[src/hdl/aluPkg.sv]
// ALU package with the datapath widths, the opcode and shift-mode encodings and the request/response structs
package aluPkg;

    localparam int DataWidth   = 8;
    localparam int ShamtWidth  = 3;    // Amount bits that form a partial shift
    localparam int NibbleWidth = 4;    // Multiplier operand width

    // One ALU word, signed like the reference operands
    typedef logic signed [DataWidth-1:0] dataT;

    // Opcode values follow the reference mux select codes
    typedef enum logic [2:0] {
        OpForward = 3'd0,
        OpAdd     = 3'd1,
        OpAnd     = 3'd2,
        OpOr      = 3'd3,
        OpShift   = 3'd4,    // Logical, direction from shiftLeft
        OpSra     = 3'd5,
        OpRor     = 3'd6,
        OpMul     = 3'd7     // Signed low-nibble multiply
    } aluOpT;

    // Mode seen by the barrel shifter
    typedef enum logic [1:0] {
        ShiftLeft         = 2'd0,
        ShiftRightLogical = 2'd1,
        ShiftRightArith   = 2'd2,
        RotateRight       = 2'd3
    } shiftModeT;

    // Request presented with reqValid
    typedef struct packed {
        aluOpT opcode;
        dataT  operandA;
        dataT  operandB;    // Also the shift or rotate amount
        logic  shiftLeft;   // Only meaningful with OpShift
    } aluReqT;

    // Registered response
    typedef struct packed {
        dataT result;
        logic zero;         // Add result was zero
    } aluRespT;

endpackage

[src/hdl/shiftUnit.sv]
// Barrel shifter for logical left/right, arithmetic right and rotate right by an 8-bit amount
`timescale 1ns/10ps

module shiftUnit (
    input  aluPkg::dataT      value,
    input  aluPkg::dataT      amount,
    input  aluPkg::shiftModeT mode,
    output aluPkg::dataT      shifted
);

    import aluPkg::*;

    // One shifter stage by a fixed distance
    function automatic dataT shiftStep(dataT v, int unsigned k, shiftModeT m);
        dataT r;
        unique case (m)
            ShiftLeft:         r = v << k;
            ShiftRightLogical: r = v >> k;
            ShiftRightArith:   r = v >>> k;    // Sign fills in as v is signed
            RotateRight:       r = (v >> k) | (v << (DataWidth - k));
            default:           r = v;
        endcase
        return r;
    endfunction

    dataT stage [ShamtWidth + 1];    // stage[0] is the input value
    logic bigShift;                  // Amount of 8 or more

    // Stages by 1, 2 and 4 enabled by one amount bit each
    always_comb
    begin
        stage[0] = value;
        for (int s = 0; s < ShamtWidth; s++)
        begin
            if (amount[s])
                stage[s + 1] = shiftStep(stage[s], 1 << s, mode);
            else
                stage[s + 1] = stage[s];
        end
    end

    assign bigShift = |amount[DataWidth-1:ShamtWidth];

    // Final stage for shifts that push every bit out
    always_comb
    begin
        if (!bigShift || mode == RotateRight)
        begin
            // Rotate only looks at the low amount bits
            shifted = stage[ShamtWidth];
        end
        else if (mode == ShiftRightArith)
        begin
            shifted = {DataWidth{value[DataWidth-1]}};    // All sign bits
        end
        else
        begin
            shifted = '0;
        end
    end

    // Rotate never gains or loses a set bit
    always_comb
    begin
        assert final ($isunknown({value, amount, mode})
                      || mode != RotateRight
                      || $countones(shifted) == $countones(value))
        else
            $error("rotate changed the bit count of %h to %h", value, shifted);
    end

endmodule

[src/hdl/nibbleMultiplier.sv]
// Signed 4x4 Baugh-Wooley multiplier producing an 8-bit two's-complement product
`timescale 1ns/10ps

module nibbleMultiplier (
    input  logic signed [aluPkg::NibbleWidth-1:0] multiplicand,
    input  logic signed [aluPkg::NibbleWidth-1:0] multiplier,
    output aluPkg::dataT                          product
);

    import aluPkg::*;

    dataT rows [NibbleWidth];    // One partial-product row per multiplier bit

    // Partial products, already placed at their weight
    always_comb
    begin
        logic pp;
        for (int j = 0; j < NibbleWidth; j++)
        begin
            rows[j] = '0;
            for (int i = 0; i < NibbleWidth; i++)
            begin
                pp = multiplicand[i] & multiplier[j];
                // Sign row and sign column terms go inverted, except their crossing
                if ((i == NibbleWidth - 1) != (j == NibbleWidth - 1))
                    pp = ~pp;
                rows[j][i + j] = pp;
            end
        end
    end

    // Row-by-row accumulation, seeded with the correction ones
    always_comb
    begin
        dataT acc;
        acc = '0;
        acc[NibbleWidth]   = 1'b1;    // 2^n
        acc[DataWidth - 1] = 1'b1;    // 2^(2n-1)
        for (int j = 0; j < NibbleWidth; j++)
        begin
            acc = acc + rows[j];     // Carry out of bit 7 is dropped
        end
        product = acc;
    end

    // Gate-style product must agree with a plain signed multiply
    always_comb
    begin
        assert final ($isunknown({multiplicand, multiplier})
                      || product == dataT'(multiplicand) * dataT'(multiplier))
        else
            $error("product %h wrong for %0d * %0d", product, multiplicand, multiplier);
    end

endmodule

[src/hdl/aluDatapath.sv]
// ALU datapath with the functional units, result select and zero flag, fully combinational
`timescale 1ns/10ps

module aluDatapath (
    input  aluPkg::aluReqT  req,
    output aluPkg::aluRespT resp
);

    import aluPkg::*;

    dataT      sum;          // Add unit, carry dropped
    dataT      shiftOut;
    dataT      mulOut;
    shiftModeT shiftMode;

    assign sum = req.operandA + req.operandB;

    // Opcode plus direction bit pick the shifter mode
    always_comb
    begin
        case (req.opcode)
            OpShift:
            begin
                if (req.shiftLeft)
                    shiftMode = ShiftLeft;
                else
                    shiftMode = ShiftRightLogical;
            end
            OpSra:   shiftMode = ShiftRightArith;
            default: shiftMode = RotateRight;    // OpRor, don't care otherwise
        endcase
    end

    // Shared shifter for OpShift, OpSra and OpRor
    shiftUnit uShift (
        .value   (req.operandA),
        .amount  (req.operandB),
        .mode    (shiftMode),
        .shifted (shiftOut)
    );

    // Low nibbles only
    nibbleMultiplier uMul (
        .multiplicand (req.operandA[NibbleWidth-1:0]),
        .multiplier   (req.operandB[NibbleWidth-1:0]),
        .product      (mulOut)
    );

    // Result mux and zero flag
    always_comb
    begin
        case (req.opcode)
            OpForward: resp.result = req.operandB;
            OpAdd:     resp.result = sum;
            OpAnd:     resp.result = req.operandA & req.operandB;
            OpOr:      resp.result = req.operandA | req.operandB;
            OpShift:   resp.result = shiftOut;
            OpSra:     resp.result = shiftOut;
            OpRor:     resp.result = shiftOut;
            OpMul:     resp.result = mulOut;
            default:   resp.result = 'x;
        endcase

        // Only an add can raise the flag
        resp.zero = (req.opcode == OpAdd) && (sum == '0);
    end

    // A clean request must never leave an unknown result through any unit
    always_comb
    begin
        assert final ($isunknown(req) || !$isunknown(resp.result))
        else
            $error("unknown result for opcode %0d", req.opcode);
    end

endmodule

[src/hdl/aluTop.sv]
// ALU top that samples the request strobe and registers the datapath response
`timescale 1ns/10ps

module aluTop (
    input  logic            clk,
    input  logic            rst,
    input  logic            reqValid,
    input  aluPkg::aluReqT  req,
    output logic            respValid,
    output aluPkg::aluRespT resp
);

    import aluPkg::*;

    aluRespT dpResp;    // Combinational datapath result
    aluOpT   lastOp;    // Opcode behind the held resp

    aluDatapath uDatapath (
        .req  (req),
        .resp (dpResp)
    );

    // Register stage that only loads resp on a sampled strobe
    always_ff @(posedge clk)
    begin
        if (rst)
        begin
            respValid <= 1'b0;
            resp      <= '0;
            lastOp    <= OpForward;
        end
        else
        begin
            respValid <= reqValid;
            if (reqValid)
            begin
                resp   <= dpResp;
                lastOp <= req.opcode;
            end
        end
    end

    // A raised flag always comes with a zero result
    assert property (@(posedge clk) disable iff (rst)
        resp.zero |-> (resp.result == '0))
    else
        $error("zero flag set with result %h", resp.result);

    // Flag only ever comes from an add
    assert property (@(posedge clk) disable iff (rst)
        resp.zero |-> (lastOp == OpAdd))
    else
        $error("zero flag set for opcode %0d", lastOp);

endmodule

[config.mk]
export PLATFORM = sky130hd
export DESIGN_NAME = aluTop
export DESIGN_NICKNAME = d
export VERILOG_FILES = /design/src/hdl/aluPkg.sv /design/src/hdl/shiftUnit.sv /design/src/hdl/nibbleMultiplier.sv /design/src/hdl/aluDatapath.sv /design/src/hdl/aluTop.sv
export SDC_FILE = /design/constraint.sdc
export NUM_CORES = 1
export LEC_CHECK = 0
export BUFFER_PORTS_ARGS = -buffer_cell sky130_fd_sc_hd__buf_2
export CAP_MARGIN = 20
export CORE_MARGIN = 2
export CORE_UTILIZATION = 41
export DETAILED_ROUTE_END_ITERATION = 16
export PLACE_DENSITY_LB_ADDON = 0.15
export RECOVER_POWER = 100
export SLEW_MARGIN = 20
export SYNTH_ARGS = -nofsm -noshare
export SYNTH_HDL_FRONTEND = slang
export SYNTH_SLANG_ARGS = --single-unit
[constraint.sdc]
create_clock -name clk -period 3.9 [get_ports clk]
set_input_delay 0.195 -clock clk [delete_from_list [all_inputs] [get_ports clk]]
set_output_delay 0.195 -clock clk [all_outputs]
set_load 0.01 [all_outputs]
==> reports/results.txt, run 1 <==
Walking the worst path, the cells encountered are clkbuf_1 > ha_1 > inv_1 > fa_1 > inv_1 > fa_1 > ha_1 > fa_1 > a21o_1 > a21oi_1 > xor2_1 > a221o_1 > a221oi_2 > a2111oi_2. The detailed router placed 2422 vias in this run. The global-route wire length before repair came out at 11600 µm. The tools report the total number of H-tree levels as 1. The total power per unit cell area was 214 nW/µm²; the remaining routing DRC violations was 0. Switching share of total power: 43.6%. Relative to the synthesized area, the layout overhead comes to 8.21%. For the worst setup path, the data required time is 3.99 ns. The fraction of final layout cells with drive strength greater than 1 is 15.3%. The tightest hold path in the finished design has a slack of 0.228 ns. Synthesis handed over a netlist of 312 instances. Counting both buffers and inverters, the worst setup path holds a total of 3. Startpoint type of the worst setup path: a primary input.

STA classifies the critical path endpoint as a register. The path class of the tightest hold or removal check is in -> reg. The maximum net fanout on the critical path came out at 9.

The first detailed-routing pass ran for 5 iterations. For the sum of routed wire length over all layers, the log shows 7080 µm. Counting distinct cell types in the post-synthesis netlist gives 72. The final count of pins violating max slew is 0, and the horizontal extent of the die is 79.2 µm.

The final cell count without fillers is 406, and the count of antenna diodes in the layout is 0. The number of antenna violations at the first check in global routing was 0; the delay of the slowest cell on the worst path was 0.41 ns. The instance count after placement with tap cells included came out at 403. The summed instance area of the synthesized netlist came out at 2320 µm².

Synthesis produced a netlist with a net count of 367. For this run, the number of Yosys warnings is 0. The maximum clock rate is 295 MHz.

After routing, the total negative slack on setup checks comes to 0 ns. For the pin with the worst max-slew slack, the measured transition is 0.550 ns. In the synthesized netlist the async set-or-reset flop fraction comes to 0%.

The top cell types in the final layout, fill and taps aside, are 42 x sky130_fd_sc_hd__nand2_1, 27 x sky130_fd_sc_hd__inv_1, 27 x sky130_fd_sc_hd__nor2_1, 26 x sky130_fd_sc_hd__ha_1, 19 x sky130_fd_sc_hd__buf_2. Fill cells in the final layout number 583. Dividing the synthesized area by the synthesized cell count gives 7.43 µm². The finished cells cover 2510 µm². In this run the vertical extent of the chip is 79.2 µm. For met1 alone, demand over resource in global routing was 33.2%. The tools report the number of rows in the core area as 27.

The logs give 0 for the number of gates resized after CTS and 2.83 ns for the setup slack of the most critical reg-to-reg path. The number of placed I/O pins was 33; the post-route clock period utilization was 86.8%. In this run, CTS created clock tree buffers numbering 3. Timing analysis after detailed placement gives a worst setup slack of 0.442 ns. TritonCTS built the clock tree.

In this design, the largest share of critical-path delay is due to adder cells. After clock tree synthesis, the clock-pin slew on the worst setup and hold paths is 0.04 ns. The run gives 0 as the number of hold violations in the final report. Summed over all nets, the switching power comes to 234 µW. Worst clock skew: 0 ns.

Buffers inserted to repair hold after CTS numbered 0. The tools report the final-stage net count as 391. The remaining number of nets flagged by the antenna check after routing was 0. The flow ran to the end, and the final reports show no timing, DRC or antenna violations.

The run gives 63.2% as the worst-case headroom to the max-slew limit. The least setup slack across all paths after layout was 0.515 ns. The flip-flop and latch count after synthesis works out to 10. On the critical path, the stage with the largest delay is an instance of sky130_fd_sc_hd__fa_1. In this run the static leakage power is 1.11 nW. Counting flops with a built-in enable in the synthesized netlist gives 0. The routed length per placed instance is 17.4 µm. The area inside the core boundary was 5470 µm².

The run gives 21.4% as the sequential share of power. Max-capacitance violation count: 0. The number of clock sinks seen by CTS is 10, and the proportion of power drawn by combinational gates is 59.2%. The number of failing setup endpoints in the final timing report is 0, and the proportion of synthesized chip area in sequential cells is 8.64%. Entering global routing, the biggest net connects 26 pins.

The routed via count divided by cell count was 5.97; the worst supply voltage drop on vdd was 0.000140 V. The number of buffers between clock root and the deepest sink was 2. The met2 track demand over resource was 34.8%; the via count of the first global-routing pass was 2235. The aggregate global-route resource usage was 23.2%; the weighted congestion at the end of routability-driven global placement was 0.918. The global routing stage identified its most utilized layer as met2.

Data arrives at the worst endpoint at 3.47 ns. The tools report the initial cell density of the core as 42.3%. The flip-flop cell with the highest count after synthesis is sky130_fd_sc_hd__dfxtp_1. The most common library cell in the layout ignoring fill and taps is sky130_fd_sc_hd__nand2_1.

The iteration-0 DRC count of the detailed router was 318; the post-CTS setup buffer count was 0. The cell occurring most often along the worst timing path is sky130_fd_sc_hd__fa_1. The internal power component came out at 303 µW. The setup path with the least slack is of type in -> reg. The tools report the met3 demand-to-capacity share in global routing as 2.27%.

The number of port buffers was 32; the floorplan die area was 6270 µm². The run gives 45.8% as the end-of-flow core utilization. The tools report the share of total power in the clock network as 19.3%.

The buffer type at the clock tree root was sky130_fd_sc_hd__clkbuf_8. The overall power after layout is 538 µW, and the sum of overflow across all layers after global routing is 0. Placed wire-length estimate after detailed placement: 5600 µm. The worst path needs 3.38 ns of the cycle, external delays included. Setup repair after global routing left no endpoint under its margin. The clock network latency to the later pin of the worst-skew pair is 0.23 ns. The tools report the total placed instance area as 2490 µm².
-- kinds of logic after synthesis --
logic type,share of synthesized area [%]
AND/OR/NAND/NOR,23.9
AO/OA/AOI/OAI,34.6
buffers and inverters,8.80
adder cells (fa/ha/maj),19.2
flip-flops,8.64
XOR/XNOR,3.02
multiplexers,1.84
-- routing by layer --
metal,share of wire (%),wire length (µm),vias up
li1,-,-,1188
met1,47,3300,1116
met2,43,3070,99
met3,6.4,455,19
met4,3.6,254,0
met5,0,0,-
-- state kept, by name, summed over array words and instances (netlist names) --
name	cells
resp	9
respValid	1
-- synthesized netlist by cell type (all sizes together) (3+ instances only) --
library cell,count,area [µm²]
a221oi,3,38.8
nor2b,5,31.3
nand2,44,170
inv,29,109
buf,9,72.6
a21oi,17,92.6
a31oi,7,43.8
nand3,5,25.0
nor2,28,113
clkbuf,6,22.5
o211ai,8,70.1
ha,26,325
fa,6,120
nand2b,7,43.8
xnor2,5,43.8
a211o,4,35.0
o21ai,22,121
and2,4,25.0
a311oi,4,35.0
and3,3,23.8
a211oi,8,65.1
o21a,3,22.5
xor2,3,26.3
o22ai,6,43.8
dfxtp,10,200
-- final timing paths --
kind                         from                    to  cells past startpoint
max                       req[10]  resp[8]$_SDFFE_PP0P_                     14
min                           rst  resp[8]$_SDFFE_PP0P_                      2
max reg2reg  resp[8]$_SDFFE_PP0P_  resp[8]$_SDFFE_PP0P_                      3
min reg2reg  resp[2]$_SDFFE_PP0P_  resp[2]$_SDFFE_PP0P_                      2
-- power by group through the flow --
stage | clock network [mW] | logic (mW) | registers [mW]
3_5_place_dp | 0 | 0.317 | 0.117
4_1_cts | 0.105 | 0.319 | 0.115
3_3_place_gp | 0 | 0.318 | 0.116
2_1_floorplan | 0 | 0.222 | 0.120
6_report | 0.104 | 0.319 | 0.115
5_1_grt | 0.116 | 0.353 | 0.116
-- final cells by class --
cell class	count	area [µm²]	area share, %
Sequential cell	10	200	7.98
Clock buffer	3	41.3	1.65
Tap cell	72	90.1	3.59
Multi-Input combinational cell	258	1910	76.1
Inverter	29	109	4.34
Timing Repair Buffer	34	159	6.34
Note: power is estimated with default switching activity, not from simulation.
==> run 2, diff against run 1 <==
Settings changed: CORE_MARGIN 2 to 1.
==> run 2 against run 1 <==
Compared with the run above: largest power group unchanged; setup slack better by 0.048 ns; sequential cell count unchanged; global-route usage up 1.0 points; clock power rose by 28%; cell count increased by 0.25%; die area decreased by 5.0%.
==> reports/results.txt, run 2 (synthesis results as in run 1) <==
The worst slack on hold paths is 0.214 ns (-0.0140 ns), and the iteration-0 DRC count of the detailed router is 243 (-24%). The area inside the core boundary was 5470 µm² (unchanged); the number of hold violations in the final report was 0 (unchanged). Clock period minus final worst setup slack: 3.34 ns (-0.0476 ns). The post-CTS setup buffer count was 0 (unchanged). The transition time of the tightest slew-check pin came out at 0.585 ns (+0.0344 ns).

The clock input transition at the sequential cells of the worst setup and hold paths was 0.05 ns (about the same); the maximum net fanout on the critical path was 9 (unchanged). The setup slack after placement was 0.457 ns (+0.0152 ns); the least setup slack across all paths after layout was 0.563 ns (+0.0476 ns). The routed via count divided by cell count was 6.00 (+0.54%); the number of buffers between clock root and the deepest sink was 2 (unchanged).

The sum of overflow across all layers after global routing was 0 (unchanged). For the post-route setup TNS, the log shows 0 ns (unchanged). The cell occurring most often along the worst timing path was sky130_fd_sc_hd__fa_1. The tools report the largest net degree at the start of global routing as 26 (unchanged). The setup path with the least slack is of type in -> reg. For the placed wire-length estimate after detailed placement, the log shows 5660 µm (+1.0%). The tools report the arrival time of the worst setup path as 3.43 ns (-0.04 ns). The largest registers in the layout are resp x9, respValid x1. The logs give 56.5% (-2.7 points) for the proportion of power drawn by combinational gates and 3 (unchanged) for the total CTS buffers. The number of clock sinks seen by CTS is 10 (unchanged). The total placed instance area is 2490 µm² (unchanged). Setup repair after global routing left no endpoint under its margin. The worst clock skew came out at 0 ns (unchanged).

The most common library cell in the layout ignoring fill and taps was sky130_fd_sc_hd__nand2_1. The run finished with clean final reports. The path with the worst hold slack has its endpoint at resp[8]$_SDFFE_PP0P_. The tree is rooted in a sky130_fd_sc_hd__clkbuf_8. The routed length per placed instance is 17.8 µm (+1.8%). The aggregate global-route resource usage is 24.2% (+1.0 points), and the horizontal extent of the die is 77.2 µm (-2.5%). The initial cell density of the core is 42.3% (unchanged).

Traced cell by cell, the critical path runs through clkbuf_1 > ha_1 > inv_1 > fa_1 > inv_1 > fa_1 > ha_1 > fa_1 > a21o_1 > a21oi_1 > xor2_1 > a221o_1 > a221oi_2 > a2111oi_2. The number of antenna violations at the first check in global routing was 0 (unchanged). The internal power component is 325 µW (+7.3%), and the max-capacitance violation count is 0 (unchanged).

The run gives 2520 µm² (+0.60%) as the total non-filler cell area in the finished layout. The sequential share of power was 20.2% (-1.2 points). The tools report the weighted congestion at the end of routability-driven global placement as 0.861 (-6.3%).

The largest individual stage delay along the critical path comes from the cell sky130_fd_sc_hd__fa_1. The clock network latency to the later pin of the worst-skew pair is 0.24 ns (about the same). Total power per unit cell area: 226 nW/µm² (+5.2%). The number of failing setup endpoints in the final timing report was 0 (unchanged). The worst-case headroom to the max-slew limit is 60.8% (-2.5 points), and the number of rows in the core area is 27 (unchanged). Number of cells on the worst hold path: 2 (unchanged). The library cells used most frequently in the layout, excluding fill and tap cells, are 42 x sky130_fd_sc_hd__nand2_1, 27 x sky130_fd_sc_hd__inv_1, 27 x sky130_fd_sc_hd__nor2_1, 26 x sky130_fd_sc_hd__ha_1, 20 x sky130_fd_sc_hd__buf_2.

Maximum clock rate: 300 MHz (+1.4%). Ranked by flip-flop count, first place goes to resp. Compared with the post-synthesis result, the final layout area differs by 8.86%. Start point of the critical path: req[10]. For the final-stage net count, the log shows 391 (unchanged). Final count of pins violating max slew: 0 (unchanged).

For the total number of vias, the log shows 2441 (+0.78%). The worst flop-to-flop path endpoint was resp[8]$_SDFFE_PP0P_. The combined buffer and inverter count along the critical path was 3 (unchanged); the switching power summed over all nets was 244 µW (+4.0%).

The tools report the startpoint type of the worst setup path as a primary input. The count of antenna diodes in the layout was 0 (unchanged). Switching share of total power: 42.8% (-0.76 points). The delay of the slowest cell on the worst path came out at 0.42 ns (about the same). The run gives 2.83 ns (about the same) as the setup slack of the most critical reg-to-reg path. The number of gates resized after CTS is 0 (unchanged).

The worst register-to-register path begins at resp[8]$_SDFFE_PP0P_. For the floorplan die area, the log shows 5960 µm² (-5.0%). The worst setup path is captured at a register. The worst supply voltage drop on vdd is 0.000143 V (+2.4%). The fraction of final layout cells with drive strength greater than 1 is 15.8% (+0.55 points).

The worst hold path begins at rst. The number of buffers inserted by hold repair at cts is 0 (unchanged). The tools report the remaining routing DRC violations as 0 (unchanged). The number of port buffers is 32 (unchanged). The leakage power is 1.12 nW (+0.89%).

The sum of routed wire length over all layers is 7230 µm (+2.1%). The height of the die is 77.2 µm (-2.5%). TritonCTS built the clock tree.

The flip-flop count of the largest register, all copies and words added is 9 (unchanged). The class of the most critical hold timing path is in -> reg. In this design, the largest share of critical-path delay is due to adder cells. The number of placed I/O pins was 33 (unchanged). The run gives 46.1% (+0.27 points) as the end-of-flow core utilization.

For the remaining number of nets flagged by the antenna check after routing, the log shows 0 (unchanged). The count of cells along the worst register-to-register path was 3 (unchanged); the via count of the first global-routing pass was 2207 (-1.3%). The post-route clock period utilization is 85.6% (-1.2 points). Iteration count of the initial detailed-routing pass: 5 (unchanged). The run gives 11500 µm (-0.71%) as the global-route wire length before repair.

The logs give 4.00 ns (about the same) for the required time at the worst-slack endpoint and 23.3% (+4.0 points) for the share of total power in the clock network. For the total number of H-tree levels, the log shows 1 (unchanged).
[run 2: changes by cell type in the layout (fill, tap and decap cells not counted)]
cell / delta
sky130_fd_sc_hd__buf_2: +1
sky130_fd_sc_hd__clkbuf_8: +1
sky130_fd_sc_hd__o21ai_0: +1
sky130_fd_sc_hd__o21ai_1: -1
sky130_fd_sc_hd__clkbuf_1: -1
[run 2: worst max path at each step]
stage | endpoint | slack [ns] | cells past startpoint
6_report | resp[8]$_SDFFE_PP0P_ | 0.56 | 14
5_1_grt | resp[8]$_SDFFE_PP0P_ | 0.36 | 14
4_1_cts | resp[8]$_SDFFE_PP0P_ | 0.70 | 14
3_5_place_dp | resp[8]$_SDFFE_PP0P_ | 0.46 | 14
3_3_place_gp | resp[8]$_SDFFE_PP0P_ | 0.50 | 14
2_1_floorplan | resp[8]$_SDFFE_PP0P_ | 0.63 | 13
[run 2: final cells by class]
type                            count  area (µm²)
Clock buffer                        4        55.1
Multi-Input combinational cell    258        1910
Tap cell                           72        90.1
Inverter                           29         109
Timing Repair Buffer               34         160
Sequential cell                    10         200
Fill cell                         570        2950
[run 2: power by group through the flow]
stage | Clock [mW] | Sequential (mW) | Combinational [mW]
after global placement | 0 | 0.116 | 0.318
final | 0.133 | 0.115 | 0.321
after floorplan | 0 | 0.120 | 0.222
after detailed placement | 0 | 0.117 | 0.318
after CTS | 0.135 | 0.115 | 0.320
after global routing | 0.138 | 0.116 | 0.352
[run 2: per-stage QoR]
step / power [mW] / std cells
after global routing: 0.606 / 407
after global placement: 0.435 / 403
after CTS: 0.569 / 407
final: 0.569 / 407
after floorplan: 0.342 / 312
after detailed placement: 0.435 / 403
[run 2: metal layers]
layer / GRT usage [%] / vias up / wire [µm]
met1: 34.5 / 1129 / 3390
met2: 38.3 / 112 / 3220
met5: 0 / - / 0
li1: - / 1180 / -
met4: 8.68 / 0 / 217
met3: 0.833 / 20 / 408
[run 2: worst reg2reg max path, stage by stage, from the launching register on]
cell	delay, ns
sky130_fd_sc_hd__dfxtp_1	0.32
sky130_fd_sc_hd__a221o_1	0.32
sky130_fd_sc_hd__a221oi_2	0.21
sky130_fd_sc_hd__a2111oi_2	0.07
==> run 3, diff against run 2 <==
Settings changed: CORE_UTILIZATION 41 to 30, SKIP_LAST_GASP set to 1.
==> run 3 against run 2 <==
Compared with the run above: critical path depth is the same; cell count grew 6.4%; highest routed layer unchanged; fmax is 3.0% lower; critical endpoint unchanged; sequential cell count did not move; critical path type unchanged; sequential power about the same; largest cell class unchanged.
==> reports/results.txt, run 3 (synthesis results as in run 1) <==
The leakage power was 1.11 nW (-1.1%); the post-route setup TNS was 0 ns (unchanged). For the placed wire-length estimate after detailed placement, the log shows 5990 µm (+5.9%). The buffer type at the clock tree root is sky130_fd_sc_hd__clkbuf_8. The area occupied by multi-input gates is 1900 µm² (-0.66%), and the synthesis-to-layout area growth is 9.13%. Worst supply voltage drop on vdd: 0.0000768 V (-46%). The routed via count divided by cell count works out to 5.61 (-6.4%). The via count of the first global-routing pass was 2276 (+3.1%); the final-stage net count was 391 (unchanged). The run gives 18.4% (-5.8 points) as the aggregate global-route resource usage.

The tools report the final cell count without fillers as 433 (+6.4%). The count of antenna diodes in the layout was 0 (unchanged); the fraction of met1 tracks used by global routing was 25.9% (-8.6 points). The setup slack after placement came out at 0.402 ns (-0.0552 ns).

The logs give 0 (unchanged) for the number of antenna violations at the first check in global routing and 0.23 ns (about the same) for the clock network latency to the later pin of the worst-skew pair. The flip-flop count of the largest register, all copies and words added was 9 (unchanged); the number of cells on the worst hold path was 2 (unchanged). The run gives 2431 (-0.41%) as the total number of vias. In the layout the commonest cells are 42 x sky130_fd_sc_hd__nand2_1, 27 x sky130_fd_sc_hd__inv_1, 27 x sky130_fd_sc_hd__nor2_1, 26 x sky130_fd_sc_hd__ha_1.

Number of hold violations in the final report: 0 (unchanged). TritonCTS built the clock tree. The routed length per placed instance is 17.4 µm (-1.9%).

The global-route wire length before repair is 12200 µm (+5.6%), and the horizontal extent of the die is 89.9 µm (+16%). The number of buffers inserted by hold repair at cts is 0 (unchanged). The required time at the worst-slack endpoint came out at 3.99 ns (about the same).

The tools report the area inside the core boundary as 7370 µm² (+35%). The number of port buffers works out to 32 (unchanged). The run gives 29.6% (-8.7 points) as the met2 track demand over resource. The total number of H-tree levels was 1 (unchanged); the number of clock sinks seen by CTS was 10 (unchanged). The logs give 0 ns (unchanged) for the worst clock skew and 8080 µm² (+36%) for the floorplan die area.

The tools report the worst slack on hold paths as 0.257 ns (+0.0429 ns). The max-capacitance violation count is 0 (unchanged). In the final layout, the registers with the most flip-flops are resp x9, respValid x1. The run gives 1.27% (+0.44 points) as the met3 demand-to-capacity share in global routing. The remaining routing DRC violations is 0 (unchanged), and the maximum clock rate is 291 MHz (-3.0%).

The sum of routed wire length over all layers is 7540 µm (+4.3%). The sequential cell area in the final layout came out at 200 µm² (unchanged). The flow ran to the end, and the final reports show no timing, DRC or antenna violations. The maximum net fanout on the critical path is 4 (-5), and the count of cells along the worst register-to-register path is 3 (unchanged).

The clock input transition at the sequential cells of the worst setup and hold paths is 0.04 ns (about the same). The run gives 0 (unchanged) as the number of failing setup endpoints in the final timing report. For the sum of overflow across all layers after global routing, the log shows 0 (unchanged). The number of placed I/O pins was 33 (unchanged); the total power per unit cell area was 212 nW/µm² (-6.0%).

The clock period minus final worst setup slack is 3.44 ns (+0.102 ns). The arrival time of the worst setup path came out at 3.53 ns (+0.10 ns). The number of fill cells was 824 (+45%); the iteration-0 DRC count of the detailed router was 221 (-9.1%).

Leaving out fill and tap cells, the most frequent cell in the layout is sky130_fd_sc_hd__nand2_1. The worst setup path is launched from a primary input. The transition time of the tightest slew-check pin works out to 1.03 ns (+0.443 ns). The tightest min-delay check is of the in -> reg type. The largest register by flop count is resp. The weighted congestion at the end of routability-driven global placement came out at 0.911 (+5.8%). The final count of pins violating max slew was 0 (unchanged).

By startpoint and endpoint, the worst setup path is classified as in -> reg. The number of rows in the core area came out at 31 (+15%). The post-route clock period utilization is 88.2% (+2.6 points), and the instance count after placement with tap cells included is 430 (+6.7%). The initial cell density of the core is 31.4% (-11 points). The worst-case headroom to the max-slew limit came out at 31.5% (-29 points). The number of gates resized after CTS is 0 (unchanged), and the height of the die is 89.9 µm (+16%). The tools report the number of buffers between clock root and the deepest sink as 2 (unchanged). The remaining number of nets flagged by the antenna check after routing was 0 (unchanged); the total CTS buffers was 3 (unchanged).

The fraction of final layout cells with drive strength greater than 1 was 14.7% (-1.2 points). The iteration count of the initial detailed-routing pass came out at 5 (unchanged). The run gives 0.461 ns (-0.102 ns) as the least setup slack across all paths after layout.

The critical path endpoint category was a register. Largest net degree at the start of global routing: 26 (unchanged). The end-of-flow core utilization was 34.3% (-12 points). Setup repair after global routing left no endpoint under its margin. For the post-CTS setup buffer count, the log shows 0 (unchanged). The highest-utilization routing layer at the global route stage is met2.
run 3: worst max-delay path: stages:
cell	delay, ns
sky130_fd_sc_hd__clkbuf_1	0.22
sky130_fd_sc_hd__inv_1	0.14
sky130_fd_sc_hd__nor2_1	0.21
sky130_fd_sc_hd__fa_1	0.42
sky130_fd_sc_hd__inv_1	0.09
sky130_fd_sc_hd__fa_1	0.40
sky130_fd_sc_hd__ha_1	0.24
sky130_fd_sc_hd__fa_1	0.41
sky130_fd_sc_hd__a21o_1	0.18
sky130_fd_sc_hd__a21oi_1	0.17
sky130_fd_sc_hd__xor2_1	0.25
sky130_fd_sc_hd__a221o_1	0.20
sky130_fd_sc_hd__a221oi_2	0.04
sky130_fd_sc_hd__a2111oi_0	0.38
run 3: final cells by class:
class                           instances  share of cell area, %
Tap cell                               99                   4.90
Multi-Input combinational cell        258                   75.0
Clock buffer                            3                   1.63
Inverter                               29                   4.30
Timing Repair Buffer                   34                   6.28
Sequential cell                        10                   7.92
run 3: final timing paths:
path                             start                    to  slack (ns)
setup / recovery                req[4]  resp[8]$_SDFFE_PP0P_        0.46
hold / removal                     rst  resp[4]$_SDFFE_PP0P_        0.26
setup reg to reg  resp[8]$_SDFFE_PP0P_  resp[8]$_SDFFE_PP0P_        2.81
hold reg to reg   resp[7]$_SDFFE_PP0P_  resp[7]$_SDFFE_PP0P_        0.46
run 3: layer usage:
layer | part of all wire, % | vias up
met5 | 0 | -
met1 | 46 | 1133
met2 | 46 | 99
met4 | 2.5 | 0
li1 | - | 1185
met3 | 5.5 | 14
run 3: metrics by stage:
| stage | cell area, µm² | power, mW |
|---|---|---|
| global placement | 2520 | 0.441 |
| global route | 2530 | 0.578 |
| finish | 2530 | 0.536 |
| detailed placement | 2520 | 0.439 |
| CTS | 2560 | 0.542 |
| floorplan | 2320 | 0.342 |
run 3: power breakdown:
part,switching [mW],internal (mW)
Combinational,0.195,0.125
Clock,0.0349,0.0671
Sequential,0.00438,0.111
